File: src/hw/exu_pkg.sv
// execute slice package: widths, opcodes, operation encodings and control bundle
package exu_pkg;

  localparam int XLEN = 64;
  localparam int ILEN = 32;

  // major opcodes
  localparam logic [6:0] OPC_LUI      = 7'b0110111;
  localparam logic [6:0] OPC_AUIPC    = 7'b0010111;
  localparam logic [6:0] OPC_JAL      = 7'b1101111;
  localparam logic [6:0] OPC_JALR     = 7'b1100111;
  localparam logic [6:0] OPC_BRANCH   = 7'b1100011;
  localparam logic [6:0] OPC_LOAD     = 7'b0000011;
  localparam logic [6:0] OPC_STORE    = 7'b0100011;
  localparam logic [6:0] OPC_OP_IMM   = 7'b0010011;
  localparam logic [6:0] OPC_OP_IMM32 = 7'b0011011;
  localparam logic [6:0] OPC_OP       = 7'b0110011;
  localparam logic [6:0] OPC_OP_32    = 7'b0111011;
  localparam logic [6:0] OPC_SYSTEM   = 7'b1110011;

  localparam logic [6:0] F7_BASE   = 7'b0000000;
  localparam logic [6:0] F7_ALT    = 7'b0100000;
  localparam logic [6:0] F7_MULDIV = 7'b0000001;

  localparam logic [ILEN-1:0] INST_EBREAK = 32'h0010_0073;

  typedef enum logic [4:0] {
    ALU_ADD  = 5'b00000,
    ALU_SLL  = 5'b00001,
    ALU_SLT  = 5'b00010,
    ALU_COPY = 5'b00011,
    ALU_XOR  = 5'b00100,
    ALU_SRL  = 5'b00101,
    ALU_OR   = 5'b00110,
    ALU_AND  = 5'b00111,
    ALU_SUB  = 5'b01000,
    ALU_SLTU = 5'b01010,
    ALU_SRA  = 5'b01101,
    ALU_REMU = 5'b11001,
    ALU_DIVU = 5'b11010,
    ALU_DIV  = 5'b11011,
    ALU_MUL  = 5'b11100,
    ALU_REM  = 5'b11101
  } alu_op_e;

  typedef enum logic [1:0] {
    BSEL_RS2  = 2'b00,
    BSEL_IMM  = 2'b01,
    BSEL_FOUR = 2'b10
  } bsel_e;

  // upper bit marks the unsigned compares
  typedef enum logic [3:0] {
    BR_NONE = 4'b0000,
    BR_JAL  = 4'b0001,
    BR_JALR = 4'b0010,
    BR_EQ   = 4'b0100,
    BR_NE   = 4'b0101,
    BR_LT   = 4'b0110,
    BR_GE   = 4'b0111,
    BR_LTU  = 4'b1110,
    BR_GEU  = 4'b1111
  } branch_e;

  typedef enum logic [2:0] {
    MEM_LB  = 3'b000,
    MEM_LBU = 3'b001,
    MEM_LH  = 3'b010,
    MEM_LHU = 3'b011,
    MEM_LW  = 3'b100,
    MEM_LWU = 3'b101,
    MEM_LD  = 3'b110
  } mem_op_e;

  typedef struct packed {
    alu_op_e    alu_op;
    logic       a_sel_pc;
    bsel_e      b_sel;
    logic       word_cut;
    branch_e    branch;
    mem_op_e    mem_op;
    logic       mem_to_reg;
    logic       reg_wen;
    logic [4:0] rd;
    logic       halt;
    logic       illegal;
  } exu_ctrl_t;

endpackage

File: src/hw/exu_stage_if.sv


// execute to writeback
interface exe_wb_if import exu_pkg::*; ();
  logic            valid;
  exu_ctrl_t       ctrl;
  logic [XLEN-1:0] alu_result;
  logic [XLEN-1:0] nextpc;
  logic [XLEN-1:0] rdata;

  modport src (
    output valid, ctrl, alu_result, nextpc, rdata
  );

  modport dst (
    input valid, ctrl, alu_result, nextpc, rdata
  );
endinterface

File: src/hw/wbu_load_ext.sv
// writeback stage: load data extension and write-back value select
`timescale 1ns/1ps

module wbu_load_ext import exu_pkg::*; (
  input  logic            i_clk,
  input  logic            i_rst,
  exe_wb_if.dst           i_wb,
  output logic            o_valid,
  output logic [XLEN-1:0] o_alu_result,
  output logic [XLEN-1:0] o_nextpc,
  output logic [XLEN-1:0] o_busw,
  output logic [4:0]      o_rd,
  output logic            o_wen,
  output logic            o_halt,
  output logic            o_illegal
);

  logic [XLEN-1:0] load_val;
  logic [XLEN-1:0] busw;

  always_comb begin
    case (i_wb.ctrl.mem_op)
      MEM_LB:  load_val = {{(XLEN-8){i_wb.rdata[7]}}, i_wb.rdata[7:0]};
      MEM_LBU: load_val = {{(XLEN-8){1'b0}}, i_wb.rdata[7:0]};
      MEM_LH:  load_val = {{(XLEN-16){i_wb.rdata[15]}}, i_wb.rdata[15:0]};
      MEM_LHU: load_val = {{(XLEN-16){1'b0}}, i_wb.rdata[15:0]};
      MEM_LW:  load_val = {{(XLEN-32){i_wb.rdata[31]}}, i_wb.rdata[31:0]};
      // lwu is a true zero extension
      MEM_LWU: load_val = {{(XLEN-32){1'b0}}, i_wb.rdata[31:0]};
      default: load_val = i_wb.rdata;
    endcase
  end

  assign busw = i_wb.ctrl.mem_to_reg ? load_val : i_wb.alu_result;

  always_ff @(posedge i_clk) begin
    if (i_rst) begin
      o_valid   <= 1'b0;
      o_wen     <= 1'b0;
      o_halt    <= 1'b0;
      o_illegal <= 1'b0;
    end else begin
      o_valid   <= i_wb.valid;
      o_wen     <= i_wb.valid && i_wb.ctrl.reg_wen;
      o_halt    <= i_wb.valid && i_wb.ctrl.halt;
      o_illegal <= i_wb.valid && i_wb.ctrl.illegal;
    end
  end

  always_ff @(posedge i_clk) begin
    o_alu_result <= i_wb.alu_result;
    o_nextpc     <= i_wb.nextpc;
    o_busw       <= busw;
    o_rd         <= i_wb.ctrl.rd;
  end

endmodule

File: src/flat_wrapper.sv
// flat-port wrapper written by rule: the top's interface ports become plain ports
module wbu_load_ext_flat import exu_pkg::*;
  (i_clk, i_rst, o_valid, o_alu_result, o_nextpc, o_busw, o_rd, o_wen, o_halt, o_illegal, i_wb_valid, i_wb_ctrl, i_wb_alu_result, i_wb_nextpc, i_wb_rdata);
  exe_wb_if i_wb_i ();
  input  logic i_clk;
  input  logic i_rst;
  output logic o_valid;
  output logic [XLEN-1:0] o_alu_result;
  output logic [XLEN-1:0] o_nextpc;
  output logic [XLEN-1:0] o_busw;
  output logic [4:0] o_rd;
  output logic o_wen;
  output logic o_halt;
  output logic o_illegal;
  input wire logic [$bits(i_wb_i.valid)-1:0] i_wb_valid;
  input wire logic [$bits(i_wb_i.ctrl)-1:0] i_wb_ctrl;
  input wire logic [$bits(i_wb_i.alu_result)-1:0] i_wb_alu_result;
  input wire logic [$bits(i_wb_i.nextpc)-1:0] i_wb_nextpc;
  input wire logic [$bits(i_wb_i.rdata)-1:0] i_wb_rdata;
  assign i_wb_i.valid = i_wb_valid;
  assign i_wb_i.ctrl = i_wb_ctrl;
  assign i_wb_i.alu_result = i_wb_alu_result;
  assign i_wb_i.nextpc = i_wb_nextpc;
  assign i_wb_i.rdata = i_wb_rdata;
  wbu_load_ext u_core (.i_clk(i_clk), .i_rst(i_rst), .i_wb(i_wb_i), .o_valid(o_valid), .o_alu_result(o_alu_result), .o_nextpc(o_nextpc), .o_busw(o_busw), .o_rd(o_rd), .o_wen(o_wen), .o_halt(o_halt), .o_illegal(o_illegal));
endmodule
File: config.mk
export PLATFORM = sky130hd
export DESIGN_NAME = wbu_load_ext_flat
export DESIGN_NICKNAME = d
export VERILOG_FILES = /design/src/hw/exu_pkg.sv /design/src/hw/exu_stage_if.sv /design/src/hw/wbu_load_ext.sv /design/src/flat_wrapper.sv
export SDC_FILE = /design/constraint.sdc
export NUM_CORES = 1
export LEC_CHECK = 0
export BUFFER_PORTS_ARGS = -buffer_cell sky130_fd_sc_hd__buf_4
export CELL_PAD_IN_SITES_DETAIL_PLACEMENT = 1
export CELL_PAD_IN_SITES_GLOBAL_PLACEMENT = 1
export CORE_AREA = 2 2 165 167
export DETAILED_ROUTE_END_ITERATION = 8
export DIE_AREA = 0 0 167 169
export PLACE_DENSITY_LB_ADDON = 0.1
export SYNTH_ARGS = -nofsm -noshare
export SYNTH_HDL_FRONTEND = slang
export SYNTH_SLANG_ARGS = --single-unit
File: constraint.sdc
create_clock -name i_clk -period 1.2 [get_ports i_clk]
set_clock_uncertainty 0.05 [all_clocks]
set_input_delay 0.18 -clock i_clk [delete_from_list [all_inputs] [get_ports i_clk]]
set_output_delay 0.18 -clock i_clk [all_outputs]
set_load 0.05 [all_outputs]
Yosys cells after proc, flatten, opt, wreduce, memory -nomap -nowiden

Index checks and enable logic that the tools add are counted.

Register bits after elaboration: 201
Output and inout bits: 201

Equality and inequality tests: 5
Multiplexer cells: 2
Reductions and logical operators: 4

Operators by type and width:

| operator                                      | number |
|---|---|
| one-hot mux 64 bit (6 select lines)           | 1 |
| two-way mux 64 bit                            | 1 |
| == test 3 x 2 -> 1 bit, second input constant | 2 |
| == test 3 bit, second input constant          | 2 |
| == test 3 x 1 -> 1 bit, second input constant | 1 |
| logical AND 1 bit                             | 3 |
| logical NOT 3 bit                             | 1 |

Longest topological paths before layout

Word-level depth: 3
Depth in mapped cells: 5

Worst setup path after synthesis

OpenSTA, ideal clock, no wires.

Path kind: input-to-reg
From: input i_wb_ctrl[11]
To: register u_core.o_busw[10]
Setup time: 135 ps
Data arrival time: 930 ps
Slack: 85 ps
Stages on the path: 5
Cell sequence: buf_6 or2_2 clkbuf_1 a21oi_1 a21oi_1

Word-level cells in the longest chain between the ends: 3
Elaborated cells between the ends (all ways): 8
Classes of those cells: 5 x eq/ne; 2 x mux; 1 x reduce/logical

Ends and longest elaborated chain:

| item                                    | line               | source |
|---|---|---|
| from (decl)                             | flat_wrapper.sv:16 | `input wire logic [$bits(i_wb_i.ctrl)-1:0] i_wb_ctrl;` |
| == test 3 bit (tied with other cells)   | wbu_load_ext.sv:22 | `case (i_wb.ctrl.mem_op)` |
| one-hot mux 64 bit (6 select lines) (*) | wbu_load_ext.sv:22 |  |
| two-way mux 64 bit (*)                  | wbu_load_ext.sv:34 | `assign busw = i_wb.ctrl.mem_to_reg ? load_val : i_wb.alu_result;` |
| net u_core.busw[10]                     | wbu_load_ext.sv:19 | `logic [XLEN-1:0] busw;` |
| to (signal assigned)                    | wbu_load_ext.sv:53 | `o_busw <= busw;` |
| to (decl)                               | wbu_load_ext.sv:11 | `output logic [XLEN-1:0] o_busw,` |

The timed path passes the listed nets; every way through them passes the cells marked *.
A chain may end at the register's enable or synchronous reset.

Final worst setup path

From: register u_core.o_nextpc[7]
To: output o_nextpc[7]

RTL lines:

| item                   | line               | source |
|---|---|---|
| from (decl)            | wbu_load_ext.sv:10 | `output logic [XLEN-1:0] o_nextpc,` |
| from (signal assigned) | wbu_load_ext.sv:52 | `o_nextpc <= i_wb.nextpc;` |
| to (decl)              | flat_wrapper.sv:9  | `output logic [XLEN-1:0] o_nextpc;` |

No word-level cell between the ends.

==> metrics.cfg <==
[setup_path]
cp-end-kind = output pin
startpoint_type = register
cp.arrival_ns = 1.01
cp_top_family = flip-flops
slowest_delay_ns = 0.35
slowest_stage = dfxtp_2
crit_cells = 1
crit_chain = buf_8
path_max_fanout = 1
worst-path-buf-inv = 1
path_class = reg -> out
cp.required_ns = 0.97

[global_route]
grt_overflow = 0
met2_usage_pct = 32.6
antenna_found_initial = 0
top_usage_layer = met2
grt_pass1_wl_um = 38100
grt.met1_usage_pct = 17.0
grt_util_all_layers_pct = 17.2
grt_start_max_net_pins = 53
met3_usage_pct = 6.17
grt_pass1_vias = 6595

[die]
row_count = 60
dieArea_mm2 = 0.0282
dieWidth_um = 167
start_util_pct = 20.5
die_height_um = 169
io_pins = 421
core_mm2 = 0.0265

[synth]
yosys_warnings = 0
synthesis.instances = 416
ys_ff_latch = 201
synth-xor-area-share_pct = 0
synth.area.mux_share_pct = 1.84
yosysSeqAreaShare_pct = 74.0
syn_area_per_cell_um2 = 13.1
synth-simple-area-share_pct = 8.51
netlist_area_mm2 = 0.00544
synth-compound-area-share_pct = 12.8
synth_fa_ha_area_share_pct = 0
ys_types = 23
synth_top_family_by_area = compound AO/OA/AOI/OAI gates
syn_nets = 636

[placed_design]
dpl-instance-area_mm2 = 0.00896
gp_congestion = 0.760
numPortBuffers = 407
dpl.hpwl_um = 15500
pre_cts_ws_ns = -0.137

[hold_path]
hp-class = in -> reg
min_path_cells = 4

[cts]
cts-buffers-inserted = 24
cts_tree = yes
clock-root-buffer = clkbuf_16
clkTransAtPathRegs_ns = 0.06
numClockSinks = 201
h-tree-depth = 1
clockBufferDepth = 3

[finish]
nNetsFinal = 1262
n_fill_cell = 2704
num_antenna_cells = 0
design_area_mm2 = 0.0135
multi_input_area_mm2 = 0.00131
final_core_util_pct = 50.9
layout_commonest_cell = buf_4
regArea_mm2 = 0.00428
final_layout_size_suffix_gt1_share_pct = 67.0
area_growth_pct = 148
layout_common_cells = buf_4 (216), dlygate4sd3_1 (201), dfxtp_2 (201), buf_8 (169), nor2_1 (56)

[timing]
setup_viol = 187
relSlewSlack_pct = 79.6
finalCritPeriodShare_pct = 103
fin_ws_ns = -0.0354
grt_setup_unrepaired = yes
timing.hold.ws_ns = 0.0274
finalHoldViolations = 0
fmax_mhz = 809
min_period_ns = 1.24
finalMaxSlewViolations = 0
worstMarginPinSlew_ns = 0.301

[power_and_ir_drop]
leakage_uw = 0.00587
p_per_area_mw_per_mm2 = 1430
internal-power_uw = 13800
p_sw_uw = 5560
p_comb_share_pct = 23.7
seqPwrFrac_pct = 38.8
clkPwrFrac_pct = 37.5
switching_share_pct = 28.7
peakVddDrop_v = 0.00104

[route]
vias = 5594
finalWirelength_um = 25300
wl_per_cell_um = 18.1
drc = 0
routed_via_density = 4.00
drtPass1Iterations = 4
drt_iter0_markers = 122
postRouteAntennaNets = 0

[status]
status = complete, but fails checks
violations = setup timing

[job]
cap_violations = 0

-- per-stage QoR --
stage / std cells / setup TNS [ns] / total power (uW)
4_1_cts: 1397 / -6.94 / 19400
3_5_place_dp: 1152 / -3.74 / 10800
6_report: 1400 / -2.57 / 19400
3_3_place_gp: 1152 / -3.35 / 10800
2_1_floorplan: 416 / 0 / 9350
5_1_grt: 1400 / -9.44 / 20100
-- routing by layer --
layer	up-vias	share of wire, %
met2	282	53
li1	2649	-
met4	0	4.1
met1	2612	34
met5	-	0
met3	51	8.9
-- cell families (layout without fill, tap and decap cells) --
family / count (synthesis) / after routing
flops: 201 / 201
simple gates: 113 / 113
compound gates: 66 / 67
buf+inv: 27 / 669
mux: 9 / 9
-- timing repair --
item	CTS	global route
buffers inserted	0	0
setup endpoints to repair	201	235
hold endpoints to repair	201	0
hold buffers	202	0
pin swaps	0	1
gates cloned	0	3
gates resized for setup	543	33
-- state kept, by name (all words and copies together) (netlist names) --
name and flops:
u_core.o_rd 5, u_core.o_nextpc 64, u_core.o_wen 1, u_core.o_halt 1, u_core.o_alu_result 64, u_core.o_illegal 1
u_core.o_valid 1, u_core.o_busw 64
-- power groups by stage --
stage / combinational, uW / sequential (uW) / clock, uW
global placement: 3400 / 7390 / 0
finish: 4590 / 7510 / 7250
floorplan: 394 / 8950 / 0
CTS: 4510 / 7490 / 7420
detailed placement: 3430 / 7400 / 0
global route: 4780 / 7550 / 7780
-- path summary, 6_finish.rpt --
| check | start | endpoint | slack, ns |
|---|---|---|---|
| setup / recovery | u_core.o_nextpc[7] | o_nextpc[7] | -0.04 |
| hold / removal | i_wb_ctrl[11] | u_core.o_busw[19] | 0.03 |
-- synth_stat cells (all sizes together) --
master / instances / share of area (%)
a211o: 1 / 0.16
nor2b: 1 / 0.12
o31a: 1 / 0.32
mux2i: 1 / 0.18
clkbuf: 7 / 0.48
nand2b: 1 / 0.12
and2: 4 / 0.46
nor4b: 1 / 0.28
or2: 1 / 0.12
nand4bb: 1 / 0.21
buf: 20 / 2.4
a21oi: 32 / 3.0
mux2: 8 / 1.7
a41oi: 32 / 9.3
dfxtp: 201 / 74
nand2: 48 / 3.4
nor2: 56 / 3.9
-- final cells by class --
class                           count  area share (%)
Multi-Input combinational cell    189            9.73
Timing Repair Buffer              626            49.6
Clock inverter                     10           0.816
Clock buffer                       33            5.01
Tap cell                          341            3.16
Sequential cell                   201            31.7
Power figures use the tool's default switching activity.
