**src/hw/exu_pkg.sv**
```systemverilog
// execute slice package: widths, opcodes, operation encodings and control bundle
package exu_pkg;

  localparam int XLEN = 64;
  localparam int ILEN = 32;

  // major opcodes
  localparam logic [6:0] OPC_LUI      = 7'b0110111;
  localparam logic [6:0] OPC_AUIPC    = 7'b0010111;
  localparam logic [6:0] OPC_JAL      = 7'b1101111;
  localparam logic [6:0] OPC_JALR     = 7'b1100111;
  localparam logic [6:0] OPC_BRANCH   = 7'b1100011;
  localparam logic [6:0] OPC_LOAD     = 7'b0000011;
  localparam logic [6:0] OPC_STORE    = 7'b0100011;
  localparam logic [6:0] OPC_OP_IMM   = 7'b0010011;
  localparam logic [6:0] OPC_OP_IMM32 = 7'b0011011;
  localparam logic [6:0] OPC_OP       = 7'b0110011;
  localparam logic [6:0] OPC_OP_32    = 7'b0111011;
  localparam logic [6:0] OPC_SYSTEM   = 7'b1110011;

  localparam logic [6:0] F7_BASE   = 7'b0000000;
  localparam logic [6:0] F7_ALT    = 7'b0100000;
  localparam logic [6:0] F7_MULDIV = 7'b0000001;

  localparam logic [ILEN-1:0] INST_EBREAK = 32'h0010_0073;

  typedef enum logic [4:0] {
    ALU_ADD  = 5'b00000,
    ALU_SLL  = 5'b00001,
    ALU_SLT  = 5'b00010,
    ALU_COPY = 5'b00011,
    ALU_XOR  = 5'b00100,
    ALU_SRL  = 5'b00101,
    ALU_OR   = 5'b00110,
    ALU_AND  = 5'b00111,
    ALU_SUB  = 5'b01000,
    ALU_SLTU = 5'b01010,
    ALU_SRA  = 5'b01101,
    ALU_REMU = 5'b11001,
    ALU_DIVU = 5'b11010,
    ALU_DIV  = 5'b11011,
    ALU_MUL  = 5'b11100,
    ALU_REM  = 5'b11101
  } alu_op_e;

  typedef enum logic [1:0] {
    BSEL_RS2  = 2'b00,
    BSEL_IMM  = 2'b01,
    BSEL_FOUR = 2'b10
  } bsel_e;

  // upper bit marks the unsigned compares
  typedef enum logic [3:0] {
    BR_NONE = 4'b0000,
    BR_JAL  = 4'b0001,
    BR_JALR = 4'b0010,
    BR_EQ   = 4'b0100,
    BR_NE   = 4'b0101,
    BR_LT   = 4'b0110,
    BR_GE   = 4'b0111,
    BR_LTU  = 4'b1110,
    BR_GEU  = 4'b1111
  } branch_e;

  typedef enum logic [2:0] {
    MEM_LB  = 3'b000,
    MEM_LBU = 3'b001,
    MEM_LH  = 3'b010,
    MEM_LHU = 3'b011,
    MEM_LW  = 3'b100,
    MEM_LWU = 3'b101,
    MEM_LD  = 3'b110
  } mem_op_e;

  typedef struct packed {
    alu_op_e    alu_op;
    logic       a_sel_pc;
    bsel_e      b_sel;
    logic       word_cut;
    branch_e    branch;
    mem_op_e    mem_op;
    logic       mem_to_reg;
    logic       reg_wen;
    logic [4:0] rd;
    logic       halt;
    logic       illegal;
  } exu_ctrl_t;

endpackage

```
**src/hw/exu_stage_if.sv**
```systemverilog
// stage-to-stage links of the execute slice, valid strobe plus payload
`timescale 1ns/1ps

// decode to execute
interface dec_exe_if import exu_pkg::*; ();
  logic            valid;
  exu_ctrl_t       ctrl;
  logic [XLEN-1:0] pc;
  logic [XLEN-1:0] rs1;
  logic [XLEN-1:0] rs2;
  logic [XLEN-1:0] imm;
  logic [XLEN-1:0] rdata;

  modport src (
    output valid, ctrl, pc, rs1, rs2, imm, rdata
  );

  modport dst (
    input valid, ctrl, pc, rs1, rs2, imm, rdata
  );
endinterface


```
**src/hw/idu_decode.sv**
```systemverilog
// decode stage: instruction word to control bundle and immediate, one register stage
`timescale 1ns/1ps

module idu_decode import exu_pkg::*; (
  input  logic            i_clk,
  input  logic            i_rst,
  input  logic            i_valid,
  input  logic [ILEN-1:0] i_inst,
  input  logic [XLEN-1:0] i_pc,
  input  logic [XLEN-1:0] i_rs1,
  input  logic [XLEN-1:0] i_rs2,
  input  logic [XLEN-1:0] i_rdata,
  dec_exe_if.src          o_exe
);

  logic [6:0]      opcode;
  logic [2:0]      funct3;
  logic [6:0]      funct7;
  logic            is_word;
  logic            dec_bad;
  exu_ctrl_t       dec_ctrl;
  logic [XLEN-1:0] imm_i, imm_s, imm_b, imm_u, imm_j;
  logic [XLEN-1:0] dec_imm;

  assign opcode  = i_inst[6:0];
  assign funct3  = i_inst[14:12];
  assign funct7  = i_inst[31:25];
  assign is_word = (opcode == OPC_OP_32) || (opcode == OPC_OP_IMM32);

  assign imm_i = {{(XLEN-12){i_inst[31]}}, i_inst[31:20]};
  assign imm_s = {{(XLEN-12){i_inst[31]}}, i_inst[31:25], i_inst[11:7]};
  assign imm_b = {{(XLEN-13){i_inst[31]}}, i_inst[31], i_inst[7], i_inst[30:25],
                  i_inst[11:8], 1'b0};
  assign imm_u = {{(XLEN-32){i_inst[31]}}, i_inst[31:12], 12'b0};
  assign imm_j = {{(XLEN-21){i_inst[31]}}, i_inst[31], i_inst[19:12], i_inst[20],
                  i_inst[30:21], 1'b0};

  always_comb begin
    case (opcode)
      OPC_LUI, OPC_AUIPC:  dec_imm = imm_u;
      OPC_JAL:             dec_imm = imm_j;
      OPC_BRANCH:          dec_imm = imm_b;
      OPC_STORE:           dec_imm = imm_s;
      default:             dec_imm = imm_i;
    endcase
  end

  always_comb begin
    dec_ctrl            = '0;
    dec_ctrl.alu_op     = ALU_ADD;
    dec_ctrl.b_sel      = BSEL_RS2;
    dec_ctrl.branch     = BR_NONE;
    dec_ctrl.mem_op     = MEM_LD;
    dec_ctrl.word_cut   = is_word;
    dec_bad             = 1'b0;

    case (opcode)
      OPC_LUI: begin
        dec_ctrl.alu_op  = ALU_COPY;
        dec_ctrl.reg_wen = 1'b1;
      end
      OPC_AUIPC: begin
        dec_ctrl.a_sel_pc = 1'b1;
        dec_ctrl.b_sel    = BSEL_IMM;
        dec_ctrl.reg_wen  = 1'b1;
      end
      // link value pc+4 comes from the alu
      OPC_JAL, OPC_JALR: begin
        dec_ctrl.a_sel_pc = 1'b1;
        dec_ctrl.b_sel    = BSEL_FOUR;
        dec_ctrl.reg_wen  = 1'b1;
        dec_ctrl.branch   = (opcode == OPC_JAL) ? BR_JAL : BR_JALR;
        dec_bad           = (opcode == OPC_JALR) && (funct3 != 3'b000);
      end
      OPC_BRANCH: begin
        dec_ctrl.alu_op = ALU_SUB;
        case (funct3)
          3'b000:  dec_ctrl.branch = BR_EQ;
          3'b001:  dec_ctrl.branch = BR_NE;
          3'b100:  dec_ctrl.branch = BR_LT;
          3'b101:  dec_ctrl.branch = BR_GE;
          3'b110:  dec_ctrl.branch = BR_LTU;
          3'b111:  dec_ctrl.branch = BR_GEU;
          default: dec_bad = 1'b1;
        endcase
      end
      OPC_LOAD: begin
        dec_ctrl.b_sel      = BSEL_IMM;
        dec_ctrl.mem_to_reg = 1'b1;
        dec_ctrl.reg_wen    = 1'b1;
        case (funct3)
          3'b000:  dec_ctrl.mem_op = MEM_LB;
          3'b001:  dec_ctrl.mem_op = MEM_LH;
          3'b010:  dec_ctrl.mem_op = MEM_LW;
          3'b011:  dec_ctrl.mem_op = MEM_LD;
          3'b100:  dec_ctrl.mem_op = MEM_LBU;
          3'b101:  dec_ctrl.mem_op = MEM_LHU;
          3'b110:  dec_ctrl.mem_op = MEM_LWU;
          default: dec_bad = 1'b1;
        endcase
      end
      OPC_STORE: begin
        dec_ctrl.b_sel = BSEL_IMM;
        dec_bad        = funct3[2];
      end
      OPC_OP_IMM, OPC_OP_IMM32: begin
        dec_ctrl.b_sel   = BSEL_IMM;
        dec_ctrl.reg_wen = 1'b1;
        case (funct3)
          3'b000: dec_ctrl.alu_op = ALU_ADD;
          3'b010: dec_ctrl.alu_op = ALU_SLT;
          3'b011: dec_ctrl.alu_op = ALU_SLTU;
          3'b100: dec_ctrl.alu_op = ALU_XOR;
          3'b110: dec_ctrl.alu_op = ALU_OR;
          3'b111: dec_ctrl.alu_op = ALU_AND;
          3'b001: begin
            dec_ctrl.alu_op = ALU_SLL;
            dec_bad         = (i_inst[31:26] != 6'b0) || (is_word && i_inst[25]);
          end
          default: begin
            // srli or srai, bit 30 picks arithmetic
            dec_ctrl.alu_op = i_inst[30] ? ALU_SRA : ALU_SRL;
            dec_bad         = ({i_inst[31], i_inst[29:26]} != 5'b0) ||
                              (is_word && i_inst[25]);
          end
        endcase
        if (is_word && !(funct3 inside {3'b000, 3'b001, 3'b101})) begin
          dec_bad = 1'b1;
        end
      end
      OPC_OP, OPC_OP_32: begin
        dec_ctrl.reg_wen = 1'b1;
        case (funct7)
          F7_BASE: begin
            case (funct3)
              3'b000:  dec_ctrl.alu_op = ALU_ADD;
              3'b001:  dec_ctrl.alu_op = ALU_SLL;
              3'b010:  dec_ctrl.alu_op = ALU_SLT;
              3'b011:  dec_ctrl.alu_op = ALU_SLTU;
              3'b100:  dec_ctrl.alu_op = ALU_XOR;
              3'b101:  dec_ctrl.alu_op = ALU_SRL;
              3'b110:  dec_ctrl.alu_op = ALU_OR;
              default: dec_ctrl.alu_op = ALU_AND;
            endcase
            dec_bad = is_word && !(funct3 inside {3'b000, 3'b001, 3'b101});
          end
          F7_ALT: begin
            dec_ctrl.alu_op = (funct3 == 3'b000) ? ALU_SUB : ALU_SRA;
            dec_bad         = !(funct3 inside {3'b000, 3'b101});
          end
          F7_MULDIV: begin
            case (funct3)
              3'b000:  dec_ctrl.alu_op = ALU_MUL;
              3'b100:  dec_ctrl.alu_op = ALU_DIV;
              3'b101:  dec_ctrl.alu_op = ALU_DIVU;
              3'b110:  dec_ctrl.alu_op = ALU_REM;
              3'b111:  dec_ctrl.alu_op = ALU_REMU;
              // mulh, mulhsu, mulhu
              default: dec_bad = 1'b1;
            endcase
          end
          default: dec_bad = 1'b1;
        endcase
      end
      OPC_SYSTEM: begin
        dec_ctrl.halt = (i_inst == INST_EBREAK);
        dec_bad       = (i_inst != INST_EBREAK);
      end
      default: dec_bad = 1'b1;
    endcase

    // illegal falls through as a plain pc+4 with no side effects
    if (dec_bad) begin
      dec_ctrl.branch     = BR_NONE;
      dec_ctrl.mem_to_reg = 1'b0;
      dec_ctrl.reg_wen    = 1'b0;
      dec_ctrl.halt       = 1'b0;
      dec_ctrl.illegal    = 1'b1;
    end
    dec_ctrl.rd = dec_ctrl.reg_wen ? i_inst[11:7] : 5'd0;
  end

  always_ff @(posedge i_clk) begin
    if (i_rst) begin
      o_exe.valid <= 1'b0;
      o_exe.ctrl  <= '0;
    end else begin
      o_exe.valid <= i_valid;
      o_exe.ctrl  <= dec_ctrl;
    end
  end

  always_ff @(posedge i_clk) begin
    o_exe.pc    <= i_pc;
    o_exe.rs1   <= i_rs1;
    o_exe.rs2   <= i_rs2;
    o_exe.imm   <= dec_imm;
    o_exe.rdata <= i_rdata;
  end

endmodule

```
**src/flat_wrapper.sv**
```systemverilog
// flat-port wrapper written by rule: the top's interface ports become plain ports
module idu_decode_flat import exu_pkg::*;
  (i_clk, i_rst, i_valid, i_inst, i_pc, i_rs1, i_rs2, i_rdata, o_exe_valid, o_exe_ctrl, o_exe_pc, o_exe_rs1, o_exe_rs2, o_exe_imm, o_exe_rdata);
  dec_exe_if o_exe_i ();
  input  logic i_clk;
  input  logic i_rst;
  input  logic i_valid;
  input  logic [ILEN-1:0] i_inst;
  input  logic [XLEN-1:0] i_pc;
  input  logic [XLEN-1:0] i_rs1;
  input  logic [XLEN-1:0] i_rs2;
  input  logic [XLEN-1:0] i_rdata;
  output wire logic [$bits(o_exe_i.valid)-1:0] o_exe_valid;
  output wire logic [$bits(o_exe_i.ctrl)-1:0] o_exe_ctrl;
  output wire logic [$bits(o_exe_i.pc)-1:0] o_exe_pc;
  output wire logic [$bits(o_exe_i.rs1)-1:0] o_exe_rs1;
  output wire logic [$bits(o_exe_i.rs2)-1:0] o_exe_rs2;
  output wire logic [$bits(o_exe_i.imm)-1:0] o_exe_imm;
  output wire logic [$bits(o_exe_i.rdata)-1:0] o_exe_rdata;
  assign o_exe_valid = o_exe_i.valid;
  assign o_exe_ctrl = o_exe_i.ctrl;
  assign o_exe_pc = o_exe_i.pc;
  assign o_exe_rs1 = o_exe_i.rs1;
  assign o_exe_rs2 = o_exe_i.rs2;
  assign o_exe_imm = o_exe_i.imm;
  assign o_exe_rdata = o_exe_i.rdata;
  idu_decode u_core (.i_clk(i_clk), .i_rst(i_rst), .i_valid(i_valid), .i_inst(i_inst), .i_pc(i_pc), .i_rs1(i_rs1), .i_rs2(i_rs2), .i_rdata(i_rdata), .o_exe(o_exe_i));
endmodule
```
**config.mk**
```make
export PLATFORM = sky130hd
export DESIGN_NAME = idu_decode_flat
export DESIGN_NICKNAME = d
export VERILOG_FILES = /design/src/hw/exu_pkg.sv /design/src/hw/exu_stage_if.sv /design/src/hw/idu_decode.sv /design/src/flat_wrapper.sv
export SDC_FILE = /design/constraint.sdc
export NUM_CORES = 1
export LEC_CHECK = 0
export BUFFER_PORTS_ARGS = -buffer_cell sky130_fd_sc_hd__clkbuf_2
export CORE_AREA = 2 2 245 247
export CTS_CLUSTER_DIAMETER = 150
export DETAILED_ROUTE_END_ITERATION = 8
export DIE_AREA = 0 0 247 249
export SYNTH_ARGS = -nofsm -noshare
export SYNTH_HDL_FRONTEND = slang
export SYNTH_SLANG_ARGS = --single-unit
```
**constraint.sdc**
```tcl
create_clock -name i_clk -period 2.3 [get_ports i_clk]
set_input_delay 0.345 -clock i_clk [delete_from_list [all_inputs] [get_ports i_clk]]
set_output_delay 0.345 -clock i_clk [all_outputs]
set_load 0.03 [all_outputs]
```
## Word level (Yosys, flattened, before mapping)

Cells that the tools add are included.

| storage, ports and cells | value |
|---|---|
| register bits | 314 |
| memory bits (writable) | 0 |
| output and inout bits | 346 |
| bits in latches | 0 |
| memory bits (read-only) | 0 |
| input bits | 291 |
| word-level logic and storage cells | 99 |
| memories kept | 0 |

| cells by class | value |
|---|---|
| add/subtract/negate cells | 0 |
| magnitude comparators | 0 |
| bitwise logic cells | 3 |
| shift operators | 0 |
| mux-type cells | 25 |
| div/mod/pow operators | 0 |
| reduce and logical (&&, ||, !) cells | 30 |
| equality and inequality tests | 23 |
| multipliers | 0 |

Operator list:

| kind | count |
|---|---|
| $pmux W31 S4 | 1 |
| $eq A7 B6 Y1 const B | 5 |
| $pmux W5 S7 | 1 |
| $eq A32 B21 Y1 const B | 1 |
| $ne A32 B21 Y1 const B | 1 |
| $eq A7 B7 Y1 const B | 4 |
| $pmux W4 S7 | 1 |
| $pmux W5 S5 | 1 |
| $pmux W4 S6 | 1 |
| $eq A7 B5 Y1 const B | 3 |
| $pmux W5 S4 | 1 |
| $pmux W3 S6 | 1 |
| $pmux W5 S3 | 1 |
| $reduce_or A2 Y1 | 7 |
| $eq A3 B3 Y1 const B | 4 |
| $reduce_or A6 Y1 | 2 |
| $reduce_or A5 Y1 | 2 |
| $reduce_or A9 Y1 | 1 |
| $mux W1 | 8 |
| $mux W4 | 2 |
| $pmux W1 S8 | 1 |
| $pmux W4 S2 | 1 |
| $eq A7 B1 Y1 const B | 1 |
| $eq A7 B2 Y1 const B | 1 |
| other kinds (19) | 29 |

## Longest topological paths before layout

| logic depth | value |
|---|---|
| depth in word-level cells | 10 |
| mapped depth | 8 |
| gate-level depth less buffers | 6 |

## Worst setup path after synthesis

Ideal clock, no wire load.

| path | value |
|---|---|
| kind | input port to flip-flop |
| from | input i_inst[6] |
| to | register u_core.o_exe.ctrl[2] (netlist name) |
| data required time | 2185 ps |
| setup time | 115 ps |
| stages | 5 |
| data arrival time | 1759 ps |
| path slack | 426 ps |
| path buffers | 1 |
| cells stage by stage | buf_4 > or4_4 > o311a_1 > and4b_4 > and3_1 |

| between the ends | value |
|---|---|
| word-level cells in the longest chain between the ends | 10 |
| elaborated cells between the ends (all ways) | 32 |
| those cells by class | eq/ne (13); mux (6); bitwise (1); reduce/logical (12) |

RTL lines:

| item | line | text |
|---|---|---|
| from (decl) | flat_wrapper.sv:8 | `input logic [ILEN-1:0] i_inst;` |
| $eq A7 B6 Y1 or $eq A7 B5 Y1 (tied branches) | idu_decode.sv:28, idu_decode.sv:57 |  |
| $logic_or A1 B1 Y1 | idu_decode.sv:28 | `assign is_word = (opcode == OPC_OP_32) \|\| (opcode == OPC_OP_IMM32);` |
| $logic_and A1 B1 Y1 | idu_decode.sv:118, idu_decode.sv:124 |  |
| $logic_or A1 B1 Y1, on equally long branches | idu_decode.sv:123, idu_decode.sv:118 |  |
| $pmux W1 S2 | idu_decode.sv:109 | `case (funct3)` |
| $mux W1 | idu_decode.sv:127 | `if (is_word && !(funct3 inside {3'b000, 3'b001, 3'b101})) begin` |
| $pmux W1 S8 | idu_decode.sv:57 | `case (opcode)` |
| $mux W1 (*) | idu_decode.sv:173 | `if (dec_bad) begin` |
| $not A1 Y1 (no line) (*) | n/a |  |
| $reduce_or A2 Y1 (no line) (*) | n/a |  |

Every way passes the cells marked *; elsewhere a longest branch is shown, timed or not.
A chain may end at the register's enable or synchronous reset.

## Final worst setup path

| path | value |
|---|---|
| from | register u_core.o_exe.imm[31] (netlist name) |
| to | output o_exe_imm[61] |

RTL lines:

| item | line | text |
|---|---|---|
| to (decl) | flat_wrapper.sv:18 | `output wire logic [$bits(o_exe_i.imm)-1:0] o_exe_imm;` |

No word-level cell between the ends.

==> impl_results.md <==
* Tmin final at roughly 2.1 ns
* RD Place Congestion at approximately 0.8
* Final Hold Fails at 0
* WL final at between 40000 and 50000 um
* Worst vdd ir at 1.014 mV
* Crit start category: flip-flop
* Final setup viols at 0
* Warnings, synthesis at 0
* WP buf/inv at 1
* Status: complete, no violations
* WHS Endpoint: u_core.o_exe.imm[15]
* Cell family with most CP delay: flip-flops
* Crit end category: output pin
* Critical Path AT at 1.78 ns
* Vias per cell at approximately 3.5
* Place WS at -0.2103 ns
* Clock root buffer: clkbuf_16
* DRC errors left at 0
* Min-delay worst type: input port to flip-flop
* Fin Setup TNS at 0 ns
* Yosys reg bits at ~310
* Core ar. at approximately 60000 um2
* Cell area after placement at between 10000 and 15000 um2
* FMAX at 470.6 MHz
* Clk buf depth at 3
* Slew HR at 0.4205
* Crit path required time at approximately 2.0 ns
* Hold path cells at 2
* WL/cell at about 19 um
* CTS tree: built
* Stages on the worst setup path at 1
* GRT overflow at 0
* Max-Cap Viols at 0
* Slew Limit Fails at 0
* Critical path's largest stage delay at slightly below 0.9 ns
* Post-Synthesis Cells at around 530
* Post-DRT Antenna Nets at 0
* P&R area growth vs syn at 103.4%
* DIE AREA at roughly 62000 um2
* Hold Startpoint: i_inst[15]
* CTS H-tree lvls at 2
* Post-route setup slack at around 0.17 ns
* Final #Nets at roughly 1700
* CTS clk-pin slew, worst paths at 0.06 ns
* Share of cells above drive strength 1 at 0.4942
* Drt initial violations at roughly 310
* Vias in the first global route at about 8500
* Worst-path cell chain: clkbuf_2
* CTS Buf Count at 38
* EDFF count, synth at 0
* Syn Nets at between 800 and 900
* Yosys cell types at 46
* Largest net degree at the start of global routing at 34
* Synth Cell Area at ~7700 um2
* Final standard cell area without fillers at approximately 16000 um2
* Clock Sinks at 314
* Commonest non-fill, non-tap cell in the layout: clkbuf_2
* # port buffers at between 600 and 700
* Most frequent cells in the layout: 636 x clkbuf_2, 314 x dfxtp_1, 263 x dlygate4sd3_1
* GRT Overall Usage at 0.1315
* Die height at 249 um
* Seq/Total Area, Yosys at 0.8208
* Syn Area/Cell at about 14 um2
* Initial antenna violation count at 8
* Total number of vias at just under 8000
* Ys async rst share at 0
* RSZ-0062 raised after global routing: false
* First-pass GRT wire length at 57890 um
* DRT Pass-1 Iters at 5
* Initial Utilization at 0.1305
* Final Util at 0.2655
* Worst path slowest cell: dfxtp_1
* Post-synth top flop: dfxtp_1
* Fin crit share at 0.9240
* Row count at slightly below 90
* Pwr Density at 889.4 nW/um2
* CP Max Fanout at 33
* Io pins at approximately 640
* Slew @ Worst Pin at between 0.8 and 0.9 ns
* Critical path class: flip-flop to output pin
* Dpl hpwl at roughly 33000 um
* Static Leak at approximately 7.6 nW
* Die span in x at ~250 um
[report_power, final]
group	switching [mW]	internal, mW
combinational	1.12	0.718
sequential	0.0989	5.72
clock	2.49	3.71
total	3.71	10.1
[stage by stage]
step	power (mW)	cells	hold slack [ns]
floorplan	6.700	532	0.3727
global placement	7.382	1911	0.4470
detailed placement	7.386	1911	0.4489
CTS	14.08	2240	0.001800
global route	14.42	2244	0.006237
finish	13.86	2247	0.03584
[logic make-up (layout without fill, tap and decap cells)]
group                  Yosys count  after routing  share of synthesized area
flip-flops                     314            314                     0.8208
AND/OR/NAND/NOR                 89             89                    0.06911
AO/OA/AOI/OAI                   70             70                    0.06290
buffers and inverters           58            993                    0.04591
multiplexers                     1              1                   0.001307
other                            0              7                          0
[layer usage]
metal,vias up,routed length [um],global-route usage
li1,3573,-,-
met1,3655,15930,0.1391
met2,457,19470,0.2179
met3,80,5298,0.06906
met4,6,1625,0.05439
met5,-,41,0
[Yosys cell counts, types with 2 or more instances]
cell type,instances,area share
a21o_1,19,0.019
a21oi_1,19,0.012
a22o_1,4,0.0046
a31oi_1,4,0.0033
a41oi_1,2,0.0023
and2_1,2,0.0016
and3_1,6,0.0049
and4b_1,2,0.0026
buf_2,5,0.0033
buf_4,34,0.033
clkbuf_1,9,0.0044
dfxtp_1,314,0.82
inv_1,10,0.0049
nand2_1,12,0.0059
nand2b_1,4,0.0033
nand3_1,7,0.0046
nor2_1,20,0.0098
nor2b_1,8,0.0065
nor3_1,4,0.0026
nor3b_1,2,0.0020
nor4_1,8,0.0065
nor4_2,2,0.0033
nor4b_1,2,0.0023
o21ai_0,8,0.0052
o31a_1,2,0.0023
or2_2,2,0.0016
or3_1,2,0.0016
[sequential cells by signal (all words and copies together) (netlist names)]
register,count
u_core.o_exe.pc,64
u_core.o_exe.rdata,64
u_core.o_exe.rs1,64
u_core.o_exe.rs2,64
u_core.o_exe.imm,32
u_core.o_exe.ctrl,25
u_core.o_exe.valid,1
[timing repair]
item,in CTS,in global routing
endpoints found under the hold margin,262,0
resized for setup,0,0
hold buffers,263,0
buffers inserted,0,0
[how the worst max path moves through the flow]
stage                         start                     to  slack [ns]
2_1_floorplan             i_inst[6]   u_core.o_exe.ctrl[2]        0.43
3_3_place_gp             i_inst[31]  u_core.o_exe.ctrl[13]       -0.23
3_5_place_dp             i_inst[31]  u_core.o_exe.ctrl[13]       -0.21
4_1_cts        u_core.o_exe.imm[31]          o_exe_imm[55]        0.13
5_1_grt        u_core.o_exe.imm[31]          o_exe_imm[55]       0.007
6_report       u_core.o_exe.imm[31]          o_exe_imm[61]        0.17
[layout make-up]
| type | count | area [um2] |
|---|---|---|
| repair buffers | 917 | 5963 |
| flip-flops and latches | 314 | 6286 |
| diodes | 7 | 17.52 |
| well taps | 773 | 967.2 |
| clock buffers | 48 | 1050 |
| clock inverters | 18 | 229.0 |
| fillers | 6061 | 43110 |
| inverters | 10 | 37.54 |
| multi-input cells | 160 | 1030 |
No activity file was read; power rests on OpenSTA's default activity.
